$ cat config.mk
export PLATFORM = sky130hd
export DESIGN_NAME = usb_tx
export DESIGN_NICKNAME = d
export VERILOG_FILES = /design/src/usb_tx_pkg.sv /design/src/usb_crc16.sv /design/src/usb_tx.sv /design/src/usb_tx_byte_buffer.sv /design/src/usb_tx_controller.sv /design/src/usb_tx_encoder.sv /design/src/usb_tx_shifter.sv
export SDC_FILE = /design/constraint.sdc
export NUM_CORES = 1
export LEC_CHECK = 0
export ABC_CLOCK_PERIOD_IN_PS = 4440
export BUFFER_PORTS_ARGS = -buffer_cell sky130_fd_sc_hd__buf_2
export CAP_MARGIN = 20
export CORE_ASPECT_RATIO = 1.4
export CORE_UTILIZATION = 40
export CTS_BUF_LIST = sky130_fd_sc_hd__clkbuf_4
export CTS_CLUSTER_DIAMETER = 100
export DETAILED_ROUTE_END_ITERATION = 8
export PLACE_DENSITY_LB_ADDON = 0.2
export SETUP_SLACK_MARGIN = 0.1
export SLEW_MARGIN = 0
export SYNTH_ARGS = -nofsm -noshare
export SYNTH_HDL_FRONTEND = slang
export SYNTH_SLANG_ARGS = --single-unit
$ cat constraint.sdc
create_clock -name clk -period 4.44 [get_ports clk]
set_input_delay 0.222 -clock clk [delete_from_list [all_inputs] [get_ports clk]]
set_output_delay 0.222 -clock clk [all_outputs]
set_load 0.01 [all_outputs]
$ cat src/usb_tx_pkg.sv
// Shared constants and enums for the USB packet transmitter, imported by its RTL modules
`default_nettype none

package usb_tx_pkg;

	// SYNC pattern, goes out LSB first as KJKJKJKK
	localparam logic [7:0] sync_byte = 8'h80;

	// CRC16 seed and reflected form of polynomial 8005h
	localparam logic [15:0] crc16_init = 16'hffff;
	localparam logic [15:0] crc16_poly = 16'ha001;

	typedef logic [15:0] crc16_residual_t;

	// Line state on dp/dm, idle is J driven between packets
	typedef enum logic [1:0] {
		LINE_J,
		LINE_K,
		LINE_SE0,
		LINE_IDLE
	} line_state_t;

	// Transmit controller states
	typedef enum logic [3:0] {
		IDLE,
		SYNC_LOAD,
		SYNC_TX,
		LOAD,
		START_TX,
		HOLD_TX,
		READ,
		CRC_TX,
		HOLD_CRC,
		CREATE_EOP
	} tx_state_t;

endpackage

`default_nettype wire

$ cat src/usb_crc16.sv
// Serial CRC16 that accumulates data bits, then shifts out the inverted remainder LSB first
`timescale 1ns/10ps
`default_nettype none

module usb_crc16 (
	input wire clk,
	input wire n_rst,
	input wire crc_clear,
	input wire crc_accum,
	input wire crc_enable,
	input wire bit_take,
	input wire data_bit,
	output logic crc_bit,
	output logic crc_sent
);
	import usb_tx_pkg::*;

	crc16_residual_t crc;
	logic [3:0] out_cnt;
	logic feedback;

	assign feedback = crc[0] ^ data_bit;
	assign crc_bit = ~crc[0];
	assign crc_sent = bit_take && crc_enable && (out_cnt == 4'd15);

	always_ff @(posedge clk, negedge n_rst) begin
		if (!n_rst) begin
			crc <= crc16_init;
			out_cnt <= '0;
		end else if (crc_clear) begin
			crc <= crc16_init;
			out_cnt <= '0;
		end else if (bit_take && crc_enable) begin
			// Output mode, remainder just drains toward bit 0
			crc <= {1'b0, crc[15:1]};
			out_cnt <= out_cnt + 1'b1;
		end else if (bit_take && crc_accum) begin
			crc <= {1'b0, crc[15:1]} ^ (feedback ? crc16_poly : 16'h0000);
		end
	end

endmodule

`default_nettype wire

$ cat src/usb_tx.sv
// Top level of the USB packet transmitter, wiring buffer, FSM, shifter, CRC and encoder
`timescale 1ns/10ps
`default_nettype none

module usb_tx #(
	parameter int CLKS_PER_BIT = 4,
	parameter int FIFO_DEPTH = 32
) (
	input wire clk,
	input wire n_rst,
	input wire wr_req,
	input wire [7:0] wr_data,
	input wire wr_last,
	output wire wr_ack,
	output wire dp,
	output wire dm,
	output usb_tx_pkg::line_state_t line,
	output wire busy
);
	wire read_enable;
	wire [7:0] head_data;
	wire head_last;
	wire pkt_ready;
	wire load_enable;
	wire load_sync;
	wire tx_enable;
	wire crc_enable;
	wire crc_accum;
	wire crc_clear;
	wire create_eop;
	wire byte_sent;
	wire tx_hold;
	wire crc_sent;
	wire eop_done;
	wire bit_take;
	wire tx_bit;
	wire crc_bit;

	usb_tx_byte_buffer #(
		.FIFO_DEPTH(FIFO_DEPTH)
	) u_buffer (
		.clk(clk),
		.n_rst(n_rst),
		.wr_req(wr_req),
		.wr_data(wr_data),
		.wr_last(wr_last),
		.wr_ack(wr_ack),
		.read_enable(read_enable),
		.head_data(head_data),
		.head_last(head_last),
		.pkt_ready(pkt_ready)
	);

	usb_tx_controller u_controller (
		.clk(clk),
		.n_rst(n_rst),
		.pkt_ready(pkt_ready),
		.head_last(head_last),
		.byte_sent(byte_sent),
		.tx_hold(tx_hold),
		.crc_sent(crc_sent),
		.eop_done(eop_done),
		.read_enable(read_enable),
		.load_enable(load_enable),
		.load_sync(load_sync),
		.tx_enable(tx_enable),
		.crc_enable(crc_enable),
		.crc_accum(crc_accum),
		.crc_clear(crc_clear),
		.create_eop(create_eop),
		.busy(busy)
	);

	usb_tx_shifter u_shifter (
		.clk(clk),
		.n_rst(n_rst),
		.load_enable(load_enable),
		.load_sync(load_sync),
		.head_data(head_data),
		.bit_take(bit_take),
		.tx_bit(tx_bit),
		.byte_sent(byte_sent)
	);

	usb_crc16 u_crc (
		.clk(clk),
		.n_rst(n_rst),
		.crc_clear(crc_clear),
		.crc_accum(crc_accum),
		.crc_enable(crc_enable),
		.bit_take(bit_take),
		.data_bit(tx_bit),
		.crc_bit(crc_bit),
		.crc_sent(crc_sent)
	);

	usb_tx_encoder #(
		.CLKS_PER_BIT(CLKS_PER_BIT)
	) u_encoder (
		.clk(clk),
		.n_rst(n_rst),
		.tx_enable(tx_enable),
		.crc_enable(crc_enable),
		.tx_bit(tx_bit),
		.crc_bit(crc_bit),
		.create_eop(create_eop),
		.bit_take(bit_take),
		.tx_hold(tx_hold),
		.eop_done(eop_done),
		.line(line),
		.dp(dp),
		.dm(dm)
	);

endmodule

`default_nettype wire

$ cat src/usb_tx_byte_buffer.sv
// Host write port with four-phase req/ack into a byte FIFO that counts complete packets
`timescale 1ns/10ps
`default_nettype none

module usb_tx_byte_buffer #(
	parameter int FIFO_DEPTH = 32
) (
	input wire clk,
	input wire n_rst,
	input wire wr_req,
	input wire [7:0] wr_data,
	input wire wr_last,
	output logic wr_ack,
	input wire read_enable,
	output logic [7:0] head_data,
	output logic head_last,
	output logic pkt_ready
);
	localparam int aw = $clog2(FIFO_DEPTH);

	typedef enum logic {
		ACK_LOW,
		ACK_HIGH
	} ack_state_t;

	ack_state_t ack_state;
	logic [8:0] mem [FIFO_DEPTH];
	logic [aw:0] wr_ptr;
	logic [aw:0] rd_ptr;
	logic [aw:0] pkt_cnt;
	logic full;
	logic push;
	logic pkt_in;
	logic pkt_out;

	// Extra pointer bit tells full from empty
	assign full = (wr_ptr[aw] != rd_ptr[aw]) && (wr_ptr[aw-1:0] == rd_ptr[aw-1:0]);
	assign push = (ack_state == ACK_LOW) && wr_req && !full;
	assign pkt_in = push && wr_last;
	assign pkt_out = read_enable && head_last;

	assign wr_ack = (ack_state == ACK_HIGH);
	assign {head_last, head_data} = mem[rd_ptr[aw-1:0]];
	assign pkt_ready = (pkt_cnt != '0);

	always_ff @(posedge clk) begin
		if (push)
			mem[wr_ptr[aw-1:0]] <= {wr_last, wr_data};
	end

	always_ff @(posedge clk, negedge n_rst) begin
		if (!n_rst) begin
			ack_state <= ACK_LOW;
			wr_ptr <= '0;
			rd_ptr <= '0;
			pkt_cnt <= '0;
		end else begin
			// Ack stays high until the host drops its request
			if (push)
				ack_state <= ACK_HIGH;
			else if (ack_state == ACK_HIGH && !wr_req)
				ack_state <= ACK_LOW;
			if (push)
				wr_ptr <= wr_ptr + 1'b1;
			if (read_enable)
				rd_ptr <= rd_ptr + 1'b1;
			if (pkt_in && !pkt_out)
				pkt_cnt <= pkt_cnt + 1'b1;
			else if (pkt_out && !pkt_in)
				pkt_cnt <= pkt_cnt - 1'b1;
		end
	end

endmodule

`default_nettype wire

$ cat src/usb_tx_controller.sv
// Transmit FSM that sequences SYNC, packet bytes, CRC16 and EOP for each stored packet
`timescale 1ns/10ps
`default_nettype none

module usb_tx_controller (
	input wire clk,
	input wire n_rst,
	input wire pkt_ready,
	input wire head_last,
	input wire byte_sent,
	input wire tx_hold,
	input wire crc_sent,
	input wire eop_done,
	output logic read_enable,
	output logic load_enable,
	output logic load_sync,
	output logic tx_enable,
	output logic crc_enable,
	output logic crc_accum,
	output logic crc_clear,
	output logic create_eop,
	output logic busy
);
	import usb_tx_pkg::*;

	tx_state_t state;
	tx_state_t next_state;
	logic first_byte;

	always_ff @(posedge clk, negedge n_rst) begin
		if (!n_rst) begin
			state <= IDLE;
			first_byte <= 1'b0;
		end else begin
			state <= next_state;
			// PID is the first byte and stays out of the CRC
			if (state == SYNC_LOAD)
				first_byte <= 1'b1;
			else if (state == READ)
				first_byte <= 1'b0;
		end
	end

	assign crc_accum = (state == START_TX || state == HOLD_TX) && !first_byte;

	// The READ/LOAD gap between bytes fits in one bit time of four clocks or more
	always_comb begin
		next_state = state;
		read_enable = 1'b0;
		load_enable = 1'b0;
		load_sync = 1'b0;
		tx_enable = 1'b0;
		crc_enable = 1'b0;
		crc_clear = 1'b0;
		create_eop = 1'b0;
		busy = 1'b1;

		case (state)
			IDLE: begin
				busy = 1'b0;
				if (pkt_ready)
					next_state = SYNC_LOAD;
			end
			SYNC_LOAD: begin
				load_sync = 1'b1;
				crc_clear = 1'b1;
				next_state = SYNC_TX;
			end
			SYNC_TX: begin
				tx_enable = 1'b1;
				if (byte_sent)
					next_state = LOAD;
			end
			LOAD: begin
				tx_enable = 1'b1;
				load_enable = 1'b1;
				next_state = START_TX;
			end
			START_TX: begin
				tx_enable = 1'b1;
				if (byte_sent)
					next_state = READ;
				else if (tx_hold)
					next_state = HOLD_TX;
			end
			HOLD_TX: begin
				// Stuff bit on the line, byte may still end on the next tick
				tx_enable = 1'b1;
				if (byte_sent)
					next_state = READ;
				else if (!tx_hold)
					next_state = START_TX;
			end
			READ: begin
				tx_enable = 1'b1;
				read_enable = 1'b1;
				next_state = head_last ? CRC_TX : LOAD;
			end
			CRC_TX: begin
				crc_enable = 1'b1;
				if (crc_sent)
					next_state = CREATE_EOP;
				else if (tx_hold)
					next_state = HOLD_CRC;
			end
			HOLD_CRC: begin
				crc_enable = 1'b1;
				if (crc_sent)
					next_state = CREATE_EOP;
				else if (!tx_hold)
					next_state = CRC_TX;
			end
			CREATE_EOP: begin
				create_eop = 1'b1;
				if (eop_done)
					next_state = IDLE;
			end
			default: begin
				busy = 1'b0;
				next_state = IDLE;
			end
		endcase
	end

endmodule

`default_nettype wire

$ cat src/usb_tx_encoder.sv
// Bit timing, bit stuffing, NRZI and EOP generation driving the dp/dm pair
`timescale 1ns/10ps
`default_nettype none

module usb_tx_encoder #(
	parameter int CLKS_PER_BIT = 4
) (
	input wire clk,
	input wire n_rst,
	input wire tx_enable,
	input wire crc_enable,
	input wire tx_bit,
	input wire crc_bit,
	input wire create_eop,
	output logic bit_take,
	output logic tx_hold,
	output logic eop_done,
	output usb_tx_pkg::line_state_t line,
	output logic dp,
	output logic dm
);
	import usb_tx_pkg::*;

	localparam int cw = $clog2(CLKS_PER_BIT);
	localparam logic [cw-1:0] last_cnt = cw'(CLKS_PER_BIT - 1);

	logic [cw-1:0] clk_cnt;
	logic [2:0] ones_cnt;
	logic [1:0] eop_cnt;
	logic stuffing;
	logic sending;
	logic tick;
	logic stuff_due;
	logic cur_bit;
	line_state_t toggled;

	assign sending = tx_enable | crc_enable | create_eop;
	assign tick = sending && (clk_cnt == last_cnt);
	assign stuff_due = (ones_cnt == 3'd6);
	assign cur_bit = crc_enable ? crc_bit : tx_bit;
	assign toggled = (line == LINE_K) ? LINE_J : LINE_K;

	assign bit_take = tick && !stuff_due && !create_eop;
	assign eop_done = tick && create_eop && (eop_cnt == 2'd3);
	assign tx_hold = stuffing;

	// Counter waits at zero while idle, so the start latency is fixed
	always_ff @(posedge clk, negedge n_rst) begin
		if (!n_rst)
			clk_cnt <= '0;
		else if (!sending || clk_cnt == last_cnt)
			clk_cnt <= '0;
		else
			clk_cnt <= clk_cnt + 1'b1;
	end

	always_ff @(posedge clk, negedge n_rst) begin
		if (!n_rst) begin
			line <= LINE_IDLE;
			ones_cnt <= '0;
			eop_cnt <= '0;
			stuffing <= 1'b0;
		end else if (tick) begin
			stuffing <= 1'b0;
			if (stuff_due) begin
				// Stuffed zero, also ahead of an EOP
				line <= toggled;
				ones_cnt <= '0;
				stuffing <= 1'b1;
			end else if (create_eop) begin
				ones_cnt <= '0;
				eop_cnt <= eop_cnt + 1'b1;
				case (eop_cnt)
					2'd0, 2'd1: line <= LINE_SE0;
					2'd2: line <= LINE_J;
					default: line <= LINE_IDLE;
				endcase
			end else if (cur_bit) begin
				ones_cnt <= ones_cnt + 1'b1;
			end else begin
				line <= toggled;
				ones_cnt <= '0;
			end
		end
	end

	always_comb begin
		case (line)
			LINE_K: begin
				dp = 1'b0;
				dm = 1'b1;
			end
			LINE_SE0: begin
				dp = 1'b0;
				dm = 1'b0;
			end
			default: begin
				dp = 1'b1;
				dm = 1'b0;
			end
		endcase
	end

endmodule

`default_nettype wire

$ cat src/usb_tx_shifter.sv
// Byte shift register feeding the encoder one bit per bit_take, LSB first
`timescale 1ns/10ps
`default_nettype none

module usb_tx_shifter (
	input wire clk,
	input wire n_rst,
	input wire load_enable,
	input wire load_sync,
	input wire [7:0] head_data,
	input wire bit_take,
	output logic tx_bit,
	output logic byte_sent
);
	import usb_tx_pkg::*;

	logic [7:0] shift_reg;
	logic [2:0] bit_cnt;

	assign tx_bit = shift_reg[0];

	// High in the tick cycle of the eighth bit
	assign byte_sent = bit_take && (bit_cnt == 3'd7);

	always_ff @(posedge clk) begin
		if (load_sync)
			shift_reg <= sync_byte;
		else if (load_enable)
			shift_reg <= head_data;
		else if (bit_take)
			shift_reg <= {1'b0, shift_reg[7:1]};
	end

	always_ff @(posedge clk, negedge n_rst) begin
		if (!n_rst)
			bit_cnt <= '0;
		else if (load_sync || load_enable)
			bit_cnt <= '0;
		else if (bit_take)
			bit_cnt <= bit_cnt + 1'b1;
	end

endmodule

`default_nettype wire
## Word-level counts from Yosys, hierarchy flattened

Memories as Yosys holds them, arrays and structs flattened.
Cells that the tools add are included.
W data, S select, Z words.

| word-level totals | value |
|---|---|
| memories kept | 1 |
| latch bits | 0 |
| bits in writable memories | 288 |
| register bits after elaboration | 65 |
| bits of input ports | 12 |
| ROM bits | 0 |
| word-level logic and storage cells | 158 |

Memory list:

| name | words | width | read ports | clocked after Yosys merged registers in | write ports | RTL line | source |
|---|---|---|---|---|---|---|---|
| u_buffer.mem | 32 | 9 | 1 | 0 | 1 | usb_tx_byte_buffer.sv:27 | `logic [8:0] mem [FIFO_DEPTH];` |

| cells by class | value |
|---|---|
| order comparisons | 0 |
| reductions and logical operators | 47 |
| add/subtract/negate cells | 9 |
| shift-type cells | 0 |
| divide/modulo/power cells | 0 |
| multiply operators | 0 |
| bitwise gates (word level) | 7 |
| muxes and demuxes | 51 |
| equality and inequality tests | 28 |

Operator list:

| cell | number |
|---|---|
| $mux W16 | 4 |
| $mux W4 | 13 |
| $pmux W4 S10 | 1 |
| $add A6 B1 Y6 const B | 3 |
| $logic_and A1 B1 Y1 | 18 |
| $mux W1 | 18 |
| $mux W3 | 6 |
| $eq A4 B3 Y1 const B | 4 |
| $mux W8 | 2 |
| $xor A15 B16 Y16 | 1 |
| $eq A4 B4 Y1 const B | 3 |
| $mux W6 | 2 |
| $reduce_bool A2 Y1 | 6 |
| $reduce_or A9 Y1 | 1 |
| $eq A2 B2 Y1 const B | 4 |
| $eq A4 B2 Y1 const B | 2 |
| $logic_not A1 Y1 | 8 |
| $mux W2 | 4 |
| $reduce_and A7 Y1 | 1 |
| $add A3 B1 Y3 const B | 2 |
| $eq A3 B3 Y1 const B | 2 |
| $ne A2 B2 Y1 const B | 3 |
| $ne A3 B2 Y1 const B | 2 |
| $ne A3 B3 Y1 const B | 2 |
| 21 further kinds | 30 |

## Logic depth before layout (Yosys ltp)

Gate-level depths: netlist (run 1).

| depth | value |
|---|---|
| word-level depth | 12 |
| gate-level depth with buffers | 16 |
| gate-level depth less buffers | 13 |

## Modules after synthesis

From an unflattened synthesis (run 1), not the netlist that was laid out.

| unflattened totals | value |
|---|---|
| cells, all modules | 945 |
| area, all modules | 15169.5 sq um |

By module, submodules not included:

| module | cells each | area an instance (sq um) | instances |
|---|---|---|---|
| usb_tx_byte_buffer | 715 | 12670.9 | 1 |
| usb_crc16 | 69 | 860.8 | 1 |
| usb_tx_encoder | 51 | 581.8 | 1 |
| usb_tx_controller | 62 | 539.3 | 1 |
| usb_tx_shifter | 48 | 516.7 | 1 |

## Worst setup path before layout (run 1)

Ideal clock, no wire load.

| path | value |
|---|---|
| kind | reg2reg |
| start point | register u_buffer.rd_ptr[0] |
| end point | register u_buffer.pkt_cnt[5] |
| buffers on the path | 3 |
| cell stages (with the launch flop) | 17 |
| period minus slack after synthesis | 3.346 ns |
| slack | 1.094 ns |
| arrival time | 3.216 ns |
| data required time | 4.310 ns |
| path through | dfrtp_1 buf_6 buf_8 buf_2 mux4_2 mux2i_1 nand3b_1 nand4_1 ha_1 inv_1 ha_1 a21o_1 a21oi_1 nor2_1 nand4_1 o211ai_1 xor2_1 |

| between the ends | value |
|---|---|
| cells in the longest elaborated chain, start to end | 8 |
| elaborated cells between the ends (all ways) | 13 |
| classes of those cells | eq/ne (1); mux (1); reduce/logical (10); memory (1) |

RTL lines:

| element | RTL line | source |
|---|---|---|
| start, declared | usb_tx_byte_buffer.sv:29 | `logic [aw:0] rd_ptr;` |
| start signal, assigned | usb_tx_byte_buffer.sv:66 | `rd_ptr <= rd_ptr + 1'b1;` |
| branches (longest 8 deep; another with $mem_v2 Z32 W9) | n/a |  |
| end signal, assigned | usb_tx_byte_buffer.sv:68 | `pkt_cnt <= pkt_cnt + 1'b1;` |
| end signal, assigned | usb_tx_byte_buffer.sv:70 | `pkt_cnt <= pkt_cnt - 1'b1;` |
| end, declared | usb_tx_byte_buffer.sv:30 | `logic [aw:0] pkt_cnt;` |

Parallel ways; which one is timed is not known.
A chain may end at the register's enable or synchronous reset.

## Worst setup path in the final report (run 1)

Same ends and word-level chain as after synthesis.

==> qor.csv, run 1 <==
stage,metric,value,unit
power_and_ir_drop,sw frac,0.320,
worst_setup_path,reg2reg end,u_buffer.pkt_cnt[5],
clocking,total setup buffers inserted after CTS,0,
sta,Slew Limit Fails,0,
placement,port bufs,17,
sta,FMAX,279,MHz
final_layout,most frequent cells in the layout,"edfxtp_1, clkbuf_4, nor2_1",
worst_setup_path,worst-path fanout max,25,
floorplanning,# rows,82,
sta,Worst-Margin Slew,989,ps
logic_synthesis,Mean Syn Cell Area,17.2,µm²
floorplanning,DIE AREA,0.0374,mm²
final_layout,post-layout util,0.458,
global_route,largest net degree at the start of global routing,37,
logic_synthesis,mapped cell area,0.0147,mm²
power_and_ir_drop,Leakage,5.62,nW
worst_setup_path,critical path endpoint category,register,
worst_setup_path,CP max-delay cell,dfrtp_4,
power_and_ir_drop,maximum vdd ir drop,261,µV
worst_setup_path,"delay-heaviest family, CP",compound AO/OA/AOI/OAI gates,
global_route,global-route wire length before repair,48.2,mm
final_layout,"most common cell after layout, fill and taps aside",edfxtp_1,
power_and_ir_drop,Reg power frac,0.455,
routing,starting DRC count in detailed routing,536,
power_and_ir_drop,Power Density,580,mW/mm²
worst_setup_path,R2R depth,13,
global_route,initial antenna violation count,2,
global_route,vias in the first global route,8258,
logic_synthesis,"Async S/R FF share, synth",0.161,
logic_synthesis,Mapped Cells,851,
placement,GP Congestion,0.787,
clocking,CTS root buf,clkbuf_4,
worst_setup_path,CP Cell Sequence,"buf_4, xnor2_1, a311oi_2, and2_1, ha_1, inv_1, ha_1, a21o_1, a21oi_1, nor2_1, nand4_1, o211ai_1, xor2_1",
floorplanning,Core ar.,0.0359,mm²
worst_setup_path,nature of the critical path startpoint,register,
worst_setup_path,CP dominant cell by count,ha_1,
sta,RSZ-0062 raised after global routing,false,
clocking,Clock Path Buffers,3,
routing,wire per inst,21.1,µm
logic_synthesis,Post-synth top flop,edfxtp_1,
worst_setup_path,CP bufs+invs,2,
logic_synthesis,YS warnings,0,
outcome,status,finished clean,
routing,DRT Pass-1 Iters,4,
clocking,H-tree levels,3,
routing,routed vias/inst,5.24,
routing,DRC,0,
sta,Fin Setup TNS,0,ps
global_route,grt ovf,0,
worst_setup_path,reg2reg setup slack,860,ps
power_and_ir_drop,clock network power share,0.275,
clocking,CTS tree,done,
sta,Max-slew headroom,0.338,
global_route,gr usage total,0.175,
logic_synthesis,number of synthesized flops with an enable pin,288,
power_and_ir_drop,Pint,0.00648,W
final_layout,Layout area overhead,12.2,%
sta,Final min period,3580,ps
clocking,register clock-pin slew on the reported worst setup and hold paths,80,ps
final_layout,NumNets Final,977,
routing,WL final,31.2,mm
logic_synthesis,library cells used by synthesis,64,
logic_synthesis,post-synth net total,884,
clocking,"Clk Latency, worst-skew pair",780,ps
sta,clk_skew,41.9,ps
floorplanning,Die X,164,µm
hold_path,Worst Hold Class,input port to async pin,
worst_setup_path,CP Class,register to register,
logic_synthesis,register bit total from synthesis,353,
worst_setup_path,data arrival time of the critical path,4200,ps
clocking,clk sinks,353,
worst_setup_path,worst path required time,5060,ps
power_and_ir_drop,Comb pwr share,0.270,
worst_setup_path,r2r startpoint,u_buffer.rd_ptr[0],
placement,post-DP HPWL,19.7,mm
worst_setup_path,"Largest stage delay, worst path",750,ps
floorplanning,Die Height,229,µm
sta,final setup fails,0,
logic_synthesis,register area share after synthesis,0.700,
final_layout,layout cells sized above 1,0.286,
floorplanning,Initial Util,0.408,
final_layout,max reg flops,288,
power_and_ir_drop,Psw,0.00305,W
routing,routed via count,7748,
run,Max Cap Viol,0,
sta,Fin. Hold Viols,0,
sta,Final Cycle Share,0.806,
floorplanning,# IOs,18,
clocking,CTS Buf Count,87,
routing,ANT nets after route,0,
[final cells by class]
type                            count  area [µm²]
Tap cell                          462         578
Clock buffer                      122         916
Inverter                           18        67.6
Antenna cell                        4        10.0
Fill cell                        3181       19500
Clock inverter                     36         174
Timing Repair Buffer               53         383
Sequential cell                   353       10300
Multi-Input combinational cell    431        4050
[worst reg2reg max path, stage by stage, from the launching register on]
cell,delay [ps]
dfrtp_4,750
buf_4,440
xnor2_1,170
a311oi_2,300
and2_1,170
ha_1,290
inv_1,150
ha_1,320
a21o_1,170
a21oi_1,210
nor2_1,90
nand4_1,100
o211ai_1,110
xor2_1,150
[logic make-up after synthesis]
family,after synthesis,synth area share
AO/OA/AOI/OAI,90,0.0399
XOR/XNOR,28,0.0167
adder cells (fa/ha/maj),21,0.0184
buffers and inverters,67,0.0239
flip-flops,353,0.700
multiplexers,104,0.140
AND/OR/NAND/NOR,188,0.0615
[cell usage after synthesis (9+ instances only)]
library cell,n,area [µm²]
a21oi_1,25,125
buf_2,22,110
clkbuf_1,12,45.0
dfrtp_1,39,976
dfstp_2,18,473
edfxtp_1,288,8650
ha_1,20,250
inv_1,18,67.6
mux2i_1,22,220
mux4_2,80,1800
nand2_1,46,173
nor2_1,82,308
o21ai_0,13,65.1
o21ai_1,10,50.1
o22ai_1,9,56.3
xnor2_1,14,123
xor2_1,14,123
[per-layer routing]
layer  up-vias  share of wire  track usage
li1       3571              -            -
met1      3968           0.41        0.208
met2       160           0.53        0.304
met3        49          0.037       0.0397
met4         0          0.021       0.0729
met5         -              0            0
[power groups by stage]
stage               Combinational (W)  Clock [W]  Sequential [W]
finish                        0.00258    0.00262         0.00434
global route                  0.00283    0.00287         0.00440
CTS                           0.00264    0.00272         0.00434
detailed placement            0.00262          0         0.00441
global placement              0.00261          0         0.00441
floorplan                     0.00224          0         0.00410
[what timing repair did]
item,4_1_cts,5_1_grt
hold buffers,11,0
resized for setup,0,0
hold endpoints to repair,269,0
[how the worst max path moves through the flow]
| stage | startpoint | end | slack [ps] | cells past startpoint |
|---|---|---|---|---|
| 2_1_floorplan | u_buffer.rd_ptr[0] | u_buffer.pkt_cnt[5] | 1090 | 16 |
| 3_3_place_gp | u_buffer.rd_ptr[0] | u_buffer.pkt_cnt[5] | 900 | 13 |
| 3_5_place_dp | u_buffer.rd_ptr[0] | u_buffer.pkt_cnt[5] | 830 | 13 |
| 4_1_cts | u_buffer.rd_ptr[0] | u_buffer.pkt_cnt[5] | 800 | 13 |
| 5_1_grt | u_buffer.rd_ptr[0] | u_buffer.pkt_cnt[5] | 460 | 13 |
| 6_report | u_buffer.rd_ptr[0] | u_buffer.pkt_cnt[5] | 860 | 13 |
[metrics by stage]
stage                     hold WS, ps  std cells  power (W)  setup WS, ps  area (µm²)
after floorplan                 -73.6        851    0.00634          1090       14700
after global placement            365       1306    0.00702           896       15200
after detailed placement          374       1306    0.00703           828       15200
after CTS                        21.0       1475    0.00970           805       16400
after global routing              118       1479     0.0101           460       16400
final                             108       1479    0.00953           861       16400
Note: power is estimated with default switching activity, not from simulation.
==> run 2: changes to the inputs <==
--- a/config.mk
+++ b/config.mk
@@ -5,7 +5,8 @@
 export SDC_FILE = /design/constraint.sdc
 export NUM_CORES = 1
 export LEC_CHECK = 0
-export ABC_CLOCK_PERIOD_IN_PS = 4440
+export ABC_AREA = 1
+export ABC_CLOCK_PERIOD_IN_PS = 3600
 export BUFFER_PORTS_ARGS = -buffer_cell sky130_fd_sc_hd__buf_2
 export CAP_MARGIN = 20
 export CORE_ASPECT_RATIO = 1.4
==> constraint.sdc (replaced) <==
create_clock -name clk -period 3.6 [get_ports clk]
set_input_delay 0.18 -clock clk [delete_from_list [all_inputs] [get_ports clk]]
set_output_delay 0.18 -clock clk [all_outputs]
set_load 0.01 [all_outputs]
==> qor.csv, run 2 <==
stage,metric,value,unit,change
final_layout,Reg area,0.0103,mm²,about the same
routing,DRC,0,,unchanged
logic_synthesis,post-synth net total,1480,,was 884
worst_setup_path,CP Cell Sequence,"clkinv_2, buf_4, o21ai_0, nand3_1, nand3_1, nand2_1, nand3_1, ha_1, inv_1, ha_1, nand3_1, nand3_1, nand2_1, nand2_1, a21oi_1, xor2_1, nand2_1, nand2_1",,"was buf_4, xnor2_1, a311oi_2, and2_1, ha_1, inv_1, ha_1, a21o_1, a21oi_1, nor2_1, nand4_1, o211ai_1, xor2_1"
sta,Max-slew headroom,0.353,,was 0.338
final_layout,"most common cell after layout, fill and taps aside",nor2_1,,was edfxtp_1
sta,Final min period,3180,ps,was 3580 ps
worst_setup_path,r2r startpoint,u_buffer.rd_ptr[0],,unchanged
clocking,post-CTS sizing,0,,unchanged
logic_synthesis,Mean Syn Cell Area,10.6,µm²,was 17.2 µm²
global_route,vias in the first global route,10578,,was 8258
placement,Placement Cell Area,0.0159,mm²,was 0.0152 mm²
worst_setup_path,reg2reg setup slack,420,ps,was 860 ps
final_layout,Layout area overhead,12.0,%,was 12.2%
power_and_ir_drop,sw frac,0.247,,was 0.320
sta,FMAX,315,MHz,was 279 MHz
power_and_ir_drop,Reg power frac,0.526,,was 0.455
worst_setup_path,nature of the critical path startpoint,register,,unchanged
sta,final setup fails,0,,unchanged
logic_synthesis,Mapped Cells,1447,,was 851
floorplanning,DIE AREA,0.0393,mm²,was 0.0374 mm²
worst_setup_path,"Largest stage delay, worst path",440,ps,was 750 ps
worst_setup_path,CP Class,register to register,,unchanged
logic_synthesis,mapped cell area,0.0154,mm²,was 0.0147 mm²
final_layout,NumNets Final,1549,,was 977
floorplanning,Initial Util,0.408,,about the same
worst_setup_path,"delay-heaviest family, CP",simple AND/OR/NAND/NOR gates,,was compound AO/OA/AOI/OAI gates
global_route,largest net degree at the start of global routing,86,,was 37
clocking,CTS tree,done,,unchanged
final_layout,multi-input logic area,0.00446,mm²,was 0.00405 mm²
floorplanning,Core ar.,0.0377,mm²,was 0.0359 mm²
power_and_ir_drop,Leakage,6.54,nW,was 5.62 nW
floorplanning,Die X,168,µm,was 164 µm
sta,Worst-Margin Slew,968,ps,was 989 ps
final_layout,post-layout util,0.457,,was 0.458
logic_synthesis,most frequent cell after synthesis,nor2_1,,was edfxtp_1
placement,post-DP HPWL,22.9,mm,was 19.7 mm
logic_synthesis,register area share after synthesis,0.667,,was 0.700
routing,ANT nets after route,0,,unchanged
logic_synthesis,cell taking the most area after synthesis,edfxtp_1,,unchanged
worst_setup_path,critical path endpoint category,register,,unchanged
power_and_ir_drop,maximum vdd ir drop,180,µV,was 261 µV
worst_setup_path,CP max-delay cell,dfrtp_4,,unchanged
logic_synthesis,register bit total from synthesis,353,,unchanged
power_and_ir_drop,Comb pwr share,0.083,,was 0.270
final_layout,fin cells,2053,,was 1479
clocking,H-tree levels,3,,unchanged
worst_setup_path,R2R depth,18,,was 13
logic_synthesis,number of synthesized flops with an enable pin,288,,unchanged
global_route,initial antenna violation count,1,,was 2
worst_setup_path,data arrival time of the critical path,3860,ps,was 4200 ps
sta,Slew Limit Fails,0,,unchanged
logic_synthesis,synth cell count leaders,"nor2_1, edfxtp_1, nand2_1",,"was edfxtp_1, nor2_1, mux4_2"
clocking,CTS root buf,clkbuf_4,,unchanged
placement,Placed Cells,1890,,was 1306
power_and_ir_drop,Psw,0.00221,W,was 0.00305 W
clocking,Clock Path Buffers,3,,unchanged
logic_synthesis,Post-synth top flop,edfxtp_1,,unchanged
sta,Fin. Hold Viols,0,,unchanged
logic_synthesis,top-area cell type share of the netlist area,0.562,,was 0.590
sta,RSZ-0062 raised after global routing,false,,unchanged
logic_synthesis,YS warnings,0,,unchanged
power_and_ir_drop,Pint,0.00672,W,was 0.00648 W
worst_setup_path,worst-path fanout max,22,,was 25
hold_path,Worst Hold Launch,wr_req,,
floorplanning,Die Height,234,µm,was 229 µm
sta,Final Cycle Share,0.883,,was 0.806
placement,port bufs,17,,unchanged
clocking,CTS Buf Count,84,,was 87
final_layout,filler instances,3509,,was 3181
final_layout,layout cells sized above 1,0.149,,was 0.286
power_and_ir_drop,Power Density,518,mW/mm²,was 580 mW/mm²
worst_setup_path,reg2reg end,u_buffer.pkt_cnt[5],,unchanged
logic_synthesis,"Async S/R FF share, synth",0.161,,unchanged
routing,WL final,36.9,mm,was 31.2 mm
routing,DRT Pass-1 Iters,5,,was 4
final_layout,most frequent cells in the layout,"nor2_1, edfxtp_1, nand2_1",,"was edfxtp_1, clkbuf_4, nor2_1"
sta,Fin Setup TNS,0,ps,unchanged
global_route,grt ovf,0,,unchanged
placement,GP Congestion,0.842,,was 0.787
routing,routed vias/inst,5.12,,was 5.24
routing,routed via count,10519,,was 7748
final_layout,Final Cell Area,0.0172,mm²,was 0.0164 mm²
clocking,"Clk Latency, worst-skew pair",770,ps,was 780 ps
hold_path,Worst Hold Class,input port to register,,was input port to async pin
logic_synthesis,cells taking the most area after synthesis,"edfxtp_1, nor2_1, dfrtp_1",,"was edfxtp_1, mux4_2, dfrtp_1"
global_route,global-route wire length before repair,57.9,mm,was 48.2 mm
hold_path,Cells on Worst Hold Path,4,,
worst_setup_path,CP bufs+invs,3,,was 2
outcome,status,finished clean,,unchanged
logic_synthesis,library cells used by synthesis,41,,was 64
sta,clk_skew,23.2,ps,was 41.9 ps
final_layout,max reg flops,288,,unchanged
global_route,gr usage total,0.194,,was 0.175
routing,wire per inst,18.0,µm,was 21.1 µm
routing,starting DRC count in detailed routing,855,,was 536
floorplanning,# rows,84,,was 82
floorplanning,# IOs,18,,unchanged
clocking,register clock-pin slew on the reported worst setup and hold paths,60,ps,was 80 ps
worst_setup_path,worst path required time,4280,ps,was 5060 ps
hold_path,Worst Hold End,u_buffer.wr_ack,,
run,Max Cap Viol,0,,unchanged
clocking,clk sinks,353,,unchanged
power_and_ir_drop,clock network power share,0.391,,was 0.275
==> run 2: cell count changes after synthesis, moves of 64 or more <==
cell	change
mux4_2	-80
inv_1	+64
nand2_1	+182
nand3_1	+77
nor2_1	+209
o21ai_0	+149
==> run 2: how the worst max path moves through the flow <==
stage | end | start | cells after the start | slack [ps]
3_5_place_dp | u_buffer.pkt_cnt[5] | u_buffer.rd_ptr[0] | 18 | 450
4_1_cts | u_buffer.pkt_cnt[5] | u_buffer.rd_ptr[0] | 18 | 420
5_1_grt | u_buffer.pkt_cnt[5] | u_buffer.rd_ptr[0] | 20 | 150
6_report | u_buffer.pkt_cnt[5] | u_buffer.rd_ptr[0] | 18 | 420
2_1_floorplan | u_buffer.pkt_cnt[5] | u_buffer.rd_ptr[0] | 22 | 640
3_3_place_gp | u_buffer.pkt_cnt[5] | u_buffer.rd_ptr[0] | 20 | 470
==> run 2: through the flow <==
step           setup WS, ps  hold slack (ps)  power, W
6_report                421              221   0.00893
5_1_grt                 145              216   0.00932
4_1_cts                 424              146   0.00902
3_5_place_dp            449              207   0.00550
3_3_place_gp            470              206   0.00549
2_1_floorplan           637             -116   0.00521
==> run 2: logic make-up after synthesis <==
group,after synthesis,synth area share
AOI/OAI and AO/OA,241,0.0858
xor gates and xnor gates,16,0.00911
adders and majority gates,21,0.0176
buffers and inverters,161,0.0431
DFF,353,0.667
and+or+nand+nor,655,0.178
==> run 2: cell type report <==
| class | instances | share of cell area |
|---|---|---|
| clock buffers | 122 | 0.0531 |
| inverters | 89 | 0.0195 |
| diodes | 1 | 0.000145 |
| well taps | 473 | 0.0343 |
| multi-input cells | 933 | 0.259 |
| flip-flops and latches | 353 | 0.595 |
| repair buffers | 55 | 0.0247 |
| clock inverters | 27 | 0.0139 |
==> run 2: worst min-delay path, stage by stage <==
cell and delay (ps):
dlygate4sd3_1 530, buf_2 120, nand2_1 50, nand2_1 50
==> run 2: power by group through the flow <==
| stage | sequential, W | combinational, W | clock, W |
|---|---|---|---|
| finish | 0.00469 | 0.000740 | 0.00349 |
| global route | 0.00471 | 0.000827 | 0.00378 |
| CTS | 0.00469 | 0.000741 | 0.00359 |
| detailed placement | 0.00478 | 0.000725 | 0 |
| global placement | 0.00477 | 0.000714 | 0 |
| floorplan | 0.00473 | 0.000488 | 0 |
==> run 2: timing repair <==
item	CTS	global route
hold buffers	13	0
setup buffers	0	0
hold endpoints to repair	159	0
==> run 2: per-layer routing <==
layer  up-vias  part of all wire  track usage
met3        63             0.043       0.0317
li1       5120                 -            -
met1      5067              0.41        0.228
met2       269              0.51        0.342
met4         0             0.032        0.102
met5         -                 0            0
